==> src/dna_pkg.sv <==
package dna_pkg;

  // widest identity the reader and register map can hold
  localparam int max_dna_bits = 64;

  // identity word, narrower values sit right-aligned with zeros above
  typedef logic [max_dna_bits-1:0] dna_value_t;

  // reader state as seen by the host
  typedef struct packed {
    logic busy;   // read sequence in progress
    logic valid;  // full identity captured since last start
  } dna_status_t;

  // the 7-series cell is 57 bits long, the default for the design
  localparam int default_dna_bits = 57;

  // sample value of the vendor model, right-aligned
  localparam dna_value_t default_dna_value = dna_value_t'(57'h0_0006_7899_9821_2);

endpackage

==> src/hostbus_pkg.sv <==
package hostbus_pkg;

  localparam int addr_w = 2;   // four word registers
  localparam int data_w = 32;  // host data path width

  // one request per req_valid strobe, no back-pressure
  typedef struct packed {
    logic              wr;     // 1 write, 0 read
    logic [addr_w-1:0] addr;   // word address
    logic [data_w-1:0] wdata;  // ignored on reads
  } host_req_t;

  // read data, returned one cycle after the request
  typedef struct packed {
    logic [data_w-1:0] rdata;
  } host_rsp_t;

  // register map
  localparam logic [addr_w-1:0] reg_status  = 2'd0;  // bit 0 busy, bit 1 valid
  localparam logic [addr_w-1:0] reg_dna_lsb = 2'd1;  // identity bits 31..0
  localparam logic [addr_w-1:0] reg_dna_msb = 2'd2;  // identity bits 63..32
  localparam logic [addr_w-1:0] reg_control = 2'd3;  // write bit 0 to start, reads zero

  // control register bit that requests a read
  localparam int ctrl_start_bit = 0;

endpackage

==> src/device_id_top.sv <==
`timescale 1ns/1ps

module device_id_top #(
  parameter int                  dna_bits      = dna_pkg::default_dna_bits,
  parameter dna_pkg::dna_value_t sim_dna_value = dna_pkg::default_dna_value
) (
  input  logic                   dclk,       // assumed slow enough for the cell
  input  logic                   rst,
  input  hostbus_pkg::host_req_t req,
  input  logic                   req_valid,
  output hostbus_pkg::host_rsp_t rsp,
  output logic                   rsp_valid
);

  logic                 start;   // regs to reader
  logic                 load;    // reader to cell
  logic                 shift;
  logic                 dout;    // cell to reader
  dna_pkg::dna_status_t status;  // reader to regs
  dna_pkg::dna_value_t  dna;

  id_regs regs0 (
    .dclk      (dclk),
    .rst       (rst),
    .req       (req),
    .req_valid (req_valid),
    .rsp       (rsp),
    .rsp_valid (rsp_valid),
    .start     (start),
    .status    (status),
    .dna       (dna)
  );

  dna_reader #(
    .dna_bits (dna_bits)
  ) reader0 (
    .dclk   (dclk),
    .rst    (rst),
    .start  (start),
    .load   (load),
    .shift  (shift),
    .dout   (dout),
    .status (status),
    .dna    (dna)
  );

  dna_port_model #(
    .dna_bits      (dna_bits),
    .sim_dna_value (sim_dna_value)
  ) cell0 (
    .dclk  (dclk),
    .load  (load),
    .shift (shift),
    .dout  (dout)
  );

endmodule

==> src/dna_port_model.sv <==
`timescale 1ns/1ps

// Behavioral stand-in for the serial identity cell. Its contents are unknown
// until the first load.
module dna_port_model #(
  parameter int                  dna_bits      = 57,  // cell length
  parameter dna_pkg::dna_value_t sim_dna_value = dna_pkg::default_dna_value
) (
  input  logic dclk,
  input  logic load,   // parallel load of the fixed value
  input  logic shift,  // move one bit toward dout
  output logic dout    // current msb of the cell
);

  logic [dna_bits-1:0] cell_sr;  // identity shift register

  always_ff @(posedge dclk) begin
    if (load) begin
      cell_sr <= sim_dna_value[dna_bits-1:0];     // load wins over shift
    end else if (shift) begin
      cell_sr <= {cell_sr[dna_bits-2:0], 1'b0};   // msb first with zero filling from below
    end
  end

  assign dout = cell_sr[dna_bits-1];  // msb always visible

endmodule

==> src/dna_reader.sv <==
`timescale 1ns/1ps

// Load/shift sequencer for the identity cell. One load cycle, then one
// shift cycle per bit, then the collected word is published on dna.
module dna_reader #(
  parameter int dna_bits = 57  // identity width, 33 to 64
) (
  input  logic                 dclk,
  input  logic                 rst,
  input  logic                 start,   // one-cycle request, dropped while busy
  output logic                 load,    // to cell, first busy cycle
  output logic                 shift,   // to cell, one cycle per bit
  input  logic                 dout,    // current msb of the cell
  output dna_pkg::dna_status_t status,
  output dna_pkg::dna_value_t  dna      // last complete identity
);

  localparam int               cnt_w    = $clog2(dna_bits);
  localparam logic [cnt_w-1:0] last_bit = cnt_w'(dna_bits - 1);

  typedef enum logic [1:0] {
    idle_st,   // waiting for start
    load_st,   // cell takes its fixed value
    shift_st   // one bit per cycle
  } state_t;

  state_t              state;
  logic [cnt_w-1:0]    bit_cnt;   // bits taken in the shift phase
  logic [dna_bits-2:0] collect;   // bits gathered so far, newest at bit 0
  logic                valid_q;
  logic                last_shift;

  assign load       = (state == load_st);
  assign shift      = (state == shift_st);
  assign last_shift = shift && (bit_cnt == last_bit);  // final bit on dout now

  assign status.busy  = (state != idle_st);  // rises the cycle after start
  assign status.valid = valid_q;

  always_ff @(posedge dclk) begin
    if (rst) begin
      state   <= idle_st;
      bit_cnt <= '0;
      valid_q <= 1'b0;
      dna     <= '0;  // identity reads zero until the first capture
    end else begin
      case (state)
        idle_st: begin
          if (start) begin
            state   <= load_st;
            valid_q <= 1'b0;  // old dna kept, but no longer current
          end
        end
        load_st: begin
          state   <= shift_st;
          bit_cnt <= '0;
        end
        shift_st: begin
          bit_cnt <= bit_cnt + 1'b1;
          if (last_shift) begin
            state   <= idle_st;  // busy falls with valid rising
            valid_q <= 1'b1;
            dna     <= dna_pkg::dna_value_t'({collect, dout});  // zero-extended
          end
        end
        default: state <= idle_st;
      endcase
    end
  end

  // collecting register, only meaningful during the shift phase
  always_ff @(posedge dclk) begin
    if (shift) begin
      collect <= {collect[dna_bits-3:0], dout};
    end
  end

endmodule

==> src/id_regs.sv <==
`timescale 1ns/1ps

// Host register block. Requests are single-cycle strobes; each read is
// answered exactly one cycle later, writes get no response.
module id_regs (
  input  logic                  dclk,
  input  logic                  rst,
  input  hostbus_pkg::host_req_t req,
  input  logic                  req_valid,  // one cycle per request
  output hostbus_pkg::host_rsp_t rsp,
  output logic                  rsp_valid,  // one cycle after a read request
  output logic                  start,      // one cycle after a control write
  input  dna_pkg::dna_status_t  status,
  input  dna_pkg::dna_value_t   dna
);

  logic [hostbus_pkg::data_w-1:0] rd_mux;  // read data for the current address
  logic                           rd_req;
  logic                           ctrl_wr;

  assign rd_req  = req_valid && !req.wr;
  assign ctrl_wr = req_valid && req.wr
                   && (req.addr == hostbus_pkg::reg_control)
                   && req.wdata[hostbus_pkg::ctrl_start_bit];  // other writes ignored

  always_comb begin
    rd_mux = '0;
    case (req.addr)
      hostbus_pkg::reg_status: begin
        rd_mux[0] = status.busy;
        rd_mux[1] = status.valid;
      end
      hostbus_pkg::reg_dna_lsb: rd_mux = dna[31:0];
      hostbus_pkg::reg_dna_msb: rd_mux = dna[dna_pkg::max_dna_bits-1:32];
      default:                  rd_mux = '0;  // control reads back zero
    endcase
  end

  always_ff @(posedge dclk) begin
    if (rst) begin
      rsp_valid <= 1'b0;
      start     <= 1'b0;
    end else begin
      rsp_valid <= rd_req;
      start     <= ctrl_wr;  // reader drops it while busy
    end
  end

  // response data, qualified by rsp_valid
  always_ff @(posedge dclk) begin
    if (rd_req) begin
      rsp.rdata <= rd_mux;
    end
  end

endmodule

==> config.mk <==
export PLATFORM = sky130hd
export DESIGN_NAME = device_id_top
export DESIGN_NICKNAME = d
export VERILOG_FILES = /design/src/dna_pkg.sv /design/src/hostbus_pkg.sv /design/src/device_id_top.sv /design/src/dna_port_model.sv /design/src/dna_reader.sv /design/src/id_regs.sv
export SDC_FILE = /design/constraint.sdc
export NUM_CORES = 1
export LEC_CHECK = 0
export BUFFER_PORTS_ARGS = -buffer_cell sky130_fd_sc_hd__buf_2
export CAP_MARGIN = 20
export CORE_AREA = 2 2 171 123
export DETAILED_ROUTE_END_ITERATION = 10
export DIE_AREA = 0 0 173 125
export GPL_TIMING_DRIVEN = 0
export PLACE_DENSITY = 0.65
export SLEW_MARGIN = 20
export SYNTH_ARGS = -nofsm -noshare
export SYNTH_HDL_FRONTEND = slang
export SYNTH_SLANG_ARGS = --single-unit
==> constraint.sdc <==
create_clock -name dclk -period 3.9 [get_ports dclk]
set_input_delay 0.195 -clock dclk [delete_from_list [all_inputs] [get_ports dclk]]
set_output_delay 0.195 -clock dclk [all_outputs]
set_load 0.03 [all_outputs]
==> results of run 1 <==
-- critical path: cells and delay by family, from the launching register on --
kind,cells,cell delay (ns)
flops,1,0.34
compound gates,1,0.31
buf+inv,5,1.25
fa+ha+maj,1,0.33
-- layer usage --
layer / GRT usage, % / wire, um / up-vias
li1: - / - / 2388
met3: 2.28 / 676 / 16
met2: 18.9 / 6110 / 106
met1: 21.8 / 7950 / 2377
met4: 4.04 / 223 / 0
met5: 0 / 0 / -
-- cells by family (layout without fill, tap and decap cells) --
| logic type | after synthesis | in the layout | synth area share [%] |
|---|---|---|---|
| adders and majority gates | 11 | 11 | 1.79 |
| buffers and inverters | 51 | 133 | 3.26 |
| xor gates and xnor gates | 3 | 3 | 0.342 |
| AOI/OAI and AO/OA | 105 | 105 | 8.93 |
| and+or+nand+nor | 229 | 229 | 13.3 |
| DFF | 212 | 212 | 66.8 |
| muxes | 43 | 43 | 5.62 |
-- cells in the final DEF, fill, tap and decap left out, types with 21 or more instances in the layout --
cell type / instances
nor2_1: 49
a22oi_1: 23
nand2_1: 119
buf_2: 50
mux2i_1: 42
clkbuf_16: 21
dfxtp_1: 124
edfxtp_1: 88
a21oi_1: 54
clkbuf_1: 25
nor2b_1: 23
-- area by class of cell --
| cell class | count | area share, % |
|---|---|---|
| timing repair buffer | 45 | 3.07 |
| clock inverter | 14 | 1.38 |
| sequential | 212 | 57.1 |
| inverter | 8 | 0.335 |
| buffer | 43 | 2.45 |
| tap | 276 | 3.85 |
| multi-input combinational | 391 | 25.9 |
| clock buffer | 23 | 5.94 |
-- path summary, 6_finish.rpt --
check | end | slack, ns
worst min register to register | reader0.dna[31] | 0.45
worst max register to register | cell0.cell_sr[27] | 1.53
worst min-delay path | reader0.state[0] | 0.01
worst max-delay path | cell0.cell_sr[27] | 1.53
-- metrics by stage --
stage | instances | setup TNS [ns] | utilization [%] | hold WS [ns] | power (mW)
6_report | 1012 | 0 | 44.5 | 0.0126 | 4.82
5_1_grt | 1012 | 0 | 44.5 | 0.0376 | 5.00
4_1_cts | 1012 | 0 | 44.5 | 0.0142 | 4.86
3_5_place_dp | 971 | 0 | 41.1 | 0.424 | 2.92
3_3_place_gp | 969 | -1.36 | 40.8 | 0.384 | 2.91
2_1_floorplan | 654 | 0 | - | 0.267 | 2.80
-- flip-flops by register name, indices dropped and copies added, names as in the netlist --
register         count
cell0.cell_sr       56
reader0.bit_cnt      6
reader0.collect     56
reader0.dna         57
reader0.state        2
reader0.valid_q      1
regs0.rsp           32
regs0.rsp_valid      1
regs0.start          1
-- power by group through the flow --
stage	sequential (mW)	combinational [mW]	clock, mW
final	2.49	0.380	1.94
after global routing	2.51	0.423	2.07
after CTS	2.49	0.384	1.99
after detailed placement	2.54	0.382	0
after global placement	2.54	0.363	0
after floorplan	2.55	0.255	0
==> out/qor.yml, run 1 <==
pin_count: 71
clock_latency_ns: 0.49
crit_chain: "inv_1 > ha_4 > buf_12 > buf_2 > clkinv_1 > clkbuf_1 > a211o_1"
powerDensity_nw_per_um2: 537
syn-cell-area_sq_um: 7680
crit_start: "reader0.state[0]"
synth_edf_count: 88
setup_viol: 0
syn_nets: 703
final_area_sq_um: 8970
drt-total-wl_um: 15000
worstRegToRegCells: 7
syn_inst: 654
place.gp.congestion: 0.741
syn_to_final_growth_pct: 16.9
routed_via_density: 4.83
tightestPinTransition_ns: 0.708
ys_ff_latch: 212
port_buffers: 39
synth_cell_types: 35
period_share_pct: 60.7
die_y_um: 125
cts_root_buf: "clkbuf_16"
diodes: 0
p_comb_share_pct: 7.9
cts.path.max_buffers: 3
start_util_pct: 38.1
p_leak_nw: 3.09
end_kind: "register"
cts_resized: 0
p_clk_share_pct: 40.3
fin_skew_ns: 0.00883
synth_top_area_share_pct: 34.4
grt_max_degree: 42
row_count: 44
power_frac_seq_pct: 51.8
synth-async-reset-ratio_pct: 0
hp-class: "input pin to register"
hold_violations: 0
grt_pass1_vias: 4462
critPathKind: "register to register"
grt_use_total_pct: 13.7
vias: 4887
postPlaceCellArea_sq_um: 8280
synth_ff_type: "dfxtp_1"
yosysTopAreaCell: "edfxtp_1"
crit_arrival_ns: 2.74
htreeDepth: 1
cts_setup_buffers: 0
drcViolationCount: 0
ys_warn_count: 0
switchingPower_mw: 1.12
overflow: 0
p_int_mw: 3.69
grt_pass1_wl_um: 24000
final_nets: 771
max-slew-margin-rel_pct: 52.8
cp_max_fo: 41
place_ws_ns: 1.52
wire_per_inst_um: 14.8
min_from: "rst"
cts.clk_slew.worst_paths_ns: 0.07
cts.sinks: 212
rsz0062_at_grt: "no"
worstSetupStartpointType: "register"
yosys.cell_count.top_type: "dfxtp_1"
antenna_found_initial: 0
hold_depth: 3
p_sw_share_pct: 23.3
multi_input_area_sq_um: 2320
period_minus_slack_ns: 2.37
dieArea_sq_um: 21600
cp_data_required_time_ns: 4.28
dpl.hpwl_um: 9790
reg2reg_from: "reader0.state[0]"
worst_path_largest_cell_delay_ns: 0.34
seq_area_frac_synth_pct: 66.8
die_x_um: 173
first_pass_iters: 5
maxSlewViolCount: 0
worst_slack_ns: 1.53
postCtsHoldBufs: 4
synthTopCellsByCount: "124 x dfxtp_1, 119 x nand2_1, 88 x edfxtp_1"
coreArea_sq_um: 20100
fill_cells: 1910
regArea_sq_um: 5120
cp_slowest_cell: "dfxtp_1"
netlist_top_cells_area: "edfxtp_1 34%, dfxtp_1 32%, nand2_1 5.8%"
drive_gt1_share_pct: 14.1
first_iter_violations: 517
max_cap_violations: 0
ir_worst_vdd_mv: 0.326
cts_tree: "done"
antenna_left: 0
status: "finished, final reports clean"
max_freq_mhz: 423
syn_area_per_cell_sq_um: 11.7
cts_made_buffers: 21
Note: power is estimated with default switching activity, not from simulation.
==> run 2: changes to the inputs <==
Clock period 3.9 ns to 2.2 ns, I/O delays scaled along.
==> run 2 against run 1 <==
Against the previous run: fmax up 18%; count of clock-buffer cells in the layout up 12; final area up 0.50%; highest routed layer unchanged; total power up 77%; largest power group unchanged.
==> out/qor.yml, run 2 (same netlist as run 1, synthesis figures left out) <==
status: "finished, final reports clean"
syn_to_final_growth_pct: 17.5
antenna_left: 0
fill_cells: 1935
drcViolationCount: 0
period_share_pct: 91.3
utilization_pct: 44.8
tightestPinTransition_ns: 0.666
htreeDepth: 1
vias: 4793
cts.clk_slew.worst_paths_ns: 0.06
regArea_sq_um: 5120
finalPower_mw: 8.55
crit_chain: "inv_1 > ha_4 > buf_2 > clkinv_1 > clkbuf_2 > a211o_1"
rsz0062_at_grt: "no"
powerDensity_nw_per_um2: 947
hold_violations: 0
largest_register: "reader0.dna"
multi_input_area_sq_um: 2320
wire_per_inst_um: 14.5
top_regs: "reader0.dna (57), cell0.cell_sr (56), reader0.collect (56)"
dpl.hpwl_um: 9550
setup_viol: 0
cp_slowest_cell: "dfxtp_1"
hold_depth: 2
cp_top_family: "buffers and inverters"
row_count: 44
grt_use_total_pct: 13.7
cts_root_buf: "clkbuf_16"
die_y_um: 125
worstHoldEndpoint: "regs0.rsp[29]"
critPathKind: "register to register"
diodes: 0
p_leak_nw: 3.10
rrSetupSlack_ns: 0.19
worst_path_largest_cell_delay_ns: 0.34
die_x_um: 173
cts_made_buffers: 21
port_buffers: 39
critPathBufInv: 4
worstRegToRegCells: 6
antenna_found_initial: 0
place.gp.congestion: 0.739
max_freq_mhz: 498
drt-total-wl_um: 14700
max_cap_violations: 0
first_iter_violations: 359
max-slew-margin-rel_pct: 55.6
layout_commonest_cell: "dfxtp_1"
cts.path.max_buffers: 3
start_util_pct: 38.1
final_cell_mix: "124 x dfxtp_1, 119 x nand2_1, 88 x edfxtp_1, 54 x a21oi_1"
cts.sinks: 212
cp_data_required_time_ns: 2.57
fin_skew_ns: 0.0100
pin_count: 71
crit_arrival_ns: 2.38
ir_worst_vdd_mv: 0.437
cts_tree: "done"
grt_max_degree: 29
reg2reg_from: "reader0.state[0]"
period_minus_slack_ns: 2.01
r2r_end: "cell0.cell_sr[27]"
worstSetupStartpointType: "register"
clock_latency_ns: 0.49
grt_pass1_vias: 4508
first_pass_iters: 5
fin_worst_hold_slack_ns: 0.0932
hp-class: "input pin to register"
largest_register_ffs: 57
routed_via_density: 4.73
coreArea_sq_um: 20100
min_from: "req_valid"
dieArea_sq_um: 21600
maxSlewViolCount: 0
final_nets: 773
cp_max_fo: 16
grt_pass1_wl_um: 24000
end_kind: "register"
drive_gt1_share_pct: 13.7
overflow: 0
[run 2: cell types whose count changed in the layout (fill, tap and decap cells not counted), sizes merged]
cell         change
dlygate4sd3      +1
clkinvlp         -1
clkbuf          +13
bufinv           -2
clkinv           -9
[run 2: worst max path at each step]
stage | from | to | slack [ns] | cells past startpoint
2_1_floorplan | reader0.state[0] | cell0.cell_sr[48] | 0.19 | 7
3_3_place_gp | req[34] | regs0.rsp[17] | -0.89 | 2
3_5_place_dp | reader0.state[0] | cell0.cell_sr[27] | -0.40 | 6
4_1_cts | reader0.state[0] | cell0.cell_sr[27] | 0.08 | 6
5_1_grt | reader0.state[0] | cell0.cell_sr[38] | 0.009 | 6
6_report | reader0.state[0] | cell0.cell_sr[27] | 0.19 | 6
[run 2: area by class of cell]
cell class	count	share of cell area, %
Clock inverter	2	0.139
Sequential cell	212	56.8
Multi-Input combinational cell	391	25.7
Timing Repair Buffer	47	3.33
Clock buffer	35	7.32
Tap cell	276	3.83
Inverter	8	0.333
Buffer	43	2.48
[run 2: what timing repair did]
action | 4_1_cts | 5_1_grt
hold buffers | 5 | 0
hold endpoints to repair | 4 | 0
setup buffers | 2 | 0
gates resized for setup | 0 | 3
pin swaps | 1 | 0
cloned | 0 | 0
setup endpoints to repair | 119 | 12
[run 2: report_power, final]
group | switching [mW] | leakage [nW] | internal (mW)
logic | 0.433 | 0.984 | 0.249
clock network | 1.40 | 0.326 | 2.04
registers | 0.110 | 1.79 | 4.31
[run 2: per-stage QoR]
stage | instance area [sq um] | instances | setup TNS, ns | setup slack, ns
finish | 9020 | 1014 | 0 | 0.192
global placement | 8230 | 969 | -41.49 | -0.894
global route | 9020 | 1014 | 0 | 0.00915
floorplan | 7690 | 654 | 0 | 0.187
CTS | 9020 | 1014 | 0 | 0.0803
detailed placement | 8260 | 970 | -17.24 | -0.402
[run 2: per-layer routing]
| metal | vias up | global-route usage [%] | routed length (um) |
|---|---|---|---|
| met5 | - | 0 | 0 |
| met4 | 0 | 3.69 | 308 |
| met3 | 22 | 2.34 | 693 |
| met2 | 83 | 19.0 | 5920 |
| met1 | 2297 | 21.7 | 7780 |
| li1 | 2391 | - | - |
==> run 3: changes to the inputs <==
Settings changed: CORE_AREA 2 2 171 123 to 2 2 110 191, DIE_AREA 0 0 173 125 to 0 0 112 193, PLACE_DENSITY 0.65 to 0.64.
==> run 3 against run 2 <==
Against the previous run: routed wire length increased by 0.98%; global-route usage increased by 0.12 points; combinational power decreased by 2%; highest routed layer unchanged; flip-flop and latch count unchanged; worst setup slack improved by 0.18 ns; register-to-register slack improved by 0.18 ns; final area decreased by 0.86%; critical path type unchanged.
==> out/qor.yml, run 3 (same netlist as run 1, synthesis figures left out) <==
pin_count: 71
cts.path.max_buffers: 3
coreArea_sq_um: 20200
die_y_um: 193
dpl.hpwl_um: 10000
drt-total-wl_um: 14800
start_util_pct: 38.0
r2r_end: "reader0.bit_cnt[5]"
p_clk_share_pct: 38.8
diodes: 0
cts.clk_slew.worst_paths_ns: 0.07
max_freq_mhz: 548
worstSetupStartpointType: "register"
p_comb_share_pct: 8.1
layout_commonest_cell: "dfxtp_1"
critPathKind: "register to register"
status: "finished, final reports clean"
rrSetupSlack_ns: 0.38
max_cap_violations: 0
min_from: "req_valid"
power_frac_seq_pct: 53.1
max-slew-margin-rel_pct: 57.8
clock_latency_ns: 0.49
dieArea_sq_um: 21600
wire_per_inst_um: 15.0
p_int_mw: 6.32
vias: 4766
p_sw_share_pct: 23.9
row_count: 69
first_iter_violations: 193
p_leak_nw: 3.08
final_nets: 774
grt_pass1_wl_um: 24000
overflow: 0
final_cell_mix: "124 x dfxtp_1, 119 x nand2_1, 88 x edfxtp_1, 54 x a21oi_1, 50 x buf_2"
met2_usage_pct: 27.2
powerDensity_nw_per_um2: 929
met3_usage_pct: 1.81
tightestPinTransition_ns: 0.633
place.gp.congestion: 0.777
ir_worst_vdd_mv: 0.681
cts_made_buffers: 20
routed_via_density: 4.83
worstHoldEndpoint: "regs0.rsp[8]"
grt_max_degree: 29
drcViolationCount: 0
switchingPower_mw: 1.99
utilization_pct: 44.3
grt_pass1_vias: 4812
drive_gt1_share_pct: 14.2
cts_tree: "done"
antenna_left: 0
die_x_um: 112
rsz0062_at_grt: "no"
first_pass_iters: 4
period_minus_slack_ns: 1.82
cp_max_fo: 8
crit_arrival_ns: 2.25
syn_to_final_growth_pct: 16.5
busiest_layer: "met2"
worstRegToRegCells: 6
cts.sinks: 212
gr-usage-met1_pct: 14.7
grt_use_total_pct: 13.8
port_buffers: 39
largest_register: "reader0.dna"
hp-class: "input pin to register"
setup_tns_ns: 0
hold_violations: 0
top_regs: "reader0.dna (57), cell0.cell_sr (56), reader0.collect (56)"
hold_depth: 2
period_share_pct: 82.9
setup_viol: 0
maxSlewViolCount: 0
fin_skew_ns: 0.0107
cts_root_buf: "clkbuf_16"
htreeDepth: 1
antenna_found_initial: 0
end_kind: "register"
largest_register_ffs: 57
cp_data_required_time_ns: 2.63
reg2reg_from: "reader0.state[1]"
## run 3: metal layers
layer	part of all wire (%)	routed length [um]
met1	39	5860
met2	55	8120
met5	0	0
met4	2.3	345
met3	3.6	528
## run 3: how the worst max path moves through the flow
| stage | startpoint | end | slack (ns) | cells after the start |
|---|---|---|---|---|
| after detailed placement | reader0.state[0] | cell0.cell_sr[37] | -0.34 | 6 |
| after global routing | reader0.state[1] | reader0.bit_cnt[5] | 0.16 | 6 |
| after global placement | req_valid | regs0.rsp[18] | -0.68 | 2 |
| final | reader0.state[1] | reader0.bit_cnt[5] | 0.38 | 6 |
| after floorplan | reader0.state[0] | cell0.cell_sr[48] | 0.19 | 7 |
| after CTS | reader0.state[0] | cell0.cell_sr[34] | 0.09 | 6 |
## run 3: critical path, cell delays in order (launching register included)
cell and delay (ns):
dfxtp_1 0.40, inv_1 0.13, ha_1 0.30, clkbuf_1 0.25
nand4_1 0.20, or3_1 0.34, a21oi_1 0.13
## run 3: cell type report
| type | count | area, sq um |
|---|---|---|
| Buffer | 43 | 220 |
| Clock buffer | 24 | 537 |
| Clock inverter | 12 | 75.1 |
| Fill cell | 1902 | 11300 |
| Inverter | 8 | 30.0 |
| Multi-Input combinational cell | 391 | 2320 |
| Sequential cell | 212 | 5120 |
| Tap cell | 248 | 310 |
| Timing Repair Buffer | 49 | 323 |
## run 3: power by group through the flow
stage / sequential [mW] / combinational [mW] / clock [mW]
3_3_place_gp: 4.50 / 0.651 / 0
4_1_cts: 4.42 / 0.685 / 3.31
6_report: 4.42 / 0.671 / 3.23
3_5_place_dp: 4.50 / 0.668 / 0
2_1_floorplan: 4.51 / 0.458 / 0
5_1_grt: 4.44 / 0.752 / 3.47
## run 3: what timing repair did
action | 4_1_cts | 5_1_grt
resized for setup | 0 | 0
endpoints found under the hold margin | 4 | 0
hold buffers | 5 | 0
setup buffers | 2 | 2
endpoints found under the setup margin | 122 | 9
pin swaps | 1 | 0
## run 3: through the flow
| step | worst slack (ns) | power, mW | cell area, sq um | hold slack (ns) | std cells |
|---|---|---|---|---|---|
| global route | 0.155 | 8.66 | 8940 | 0.151 | 987 |
| finish | 0.376 | 8.31 | 8940 | 0.155 | 987 |
| CTS | 0.0871 | 8.41 | 8930 | 0.146 | 985 |
| floorplan | 0.187 | 4.97 | 7690 | 0.182 | 654 |
| detailed placement | -0.341 | 5.17 | 8230 | 0.347 | 942 |
| global placement | -0.681 | 5.15 | 8200 | 0.310 | 941 |
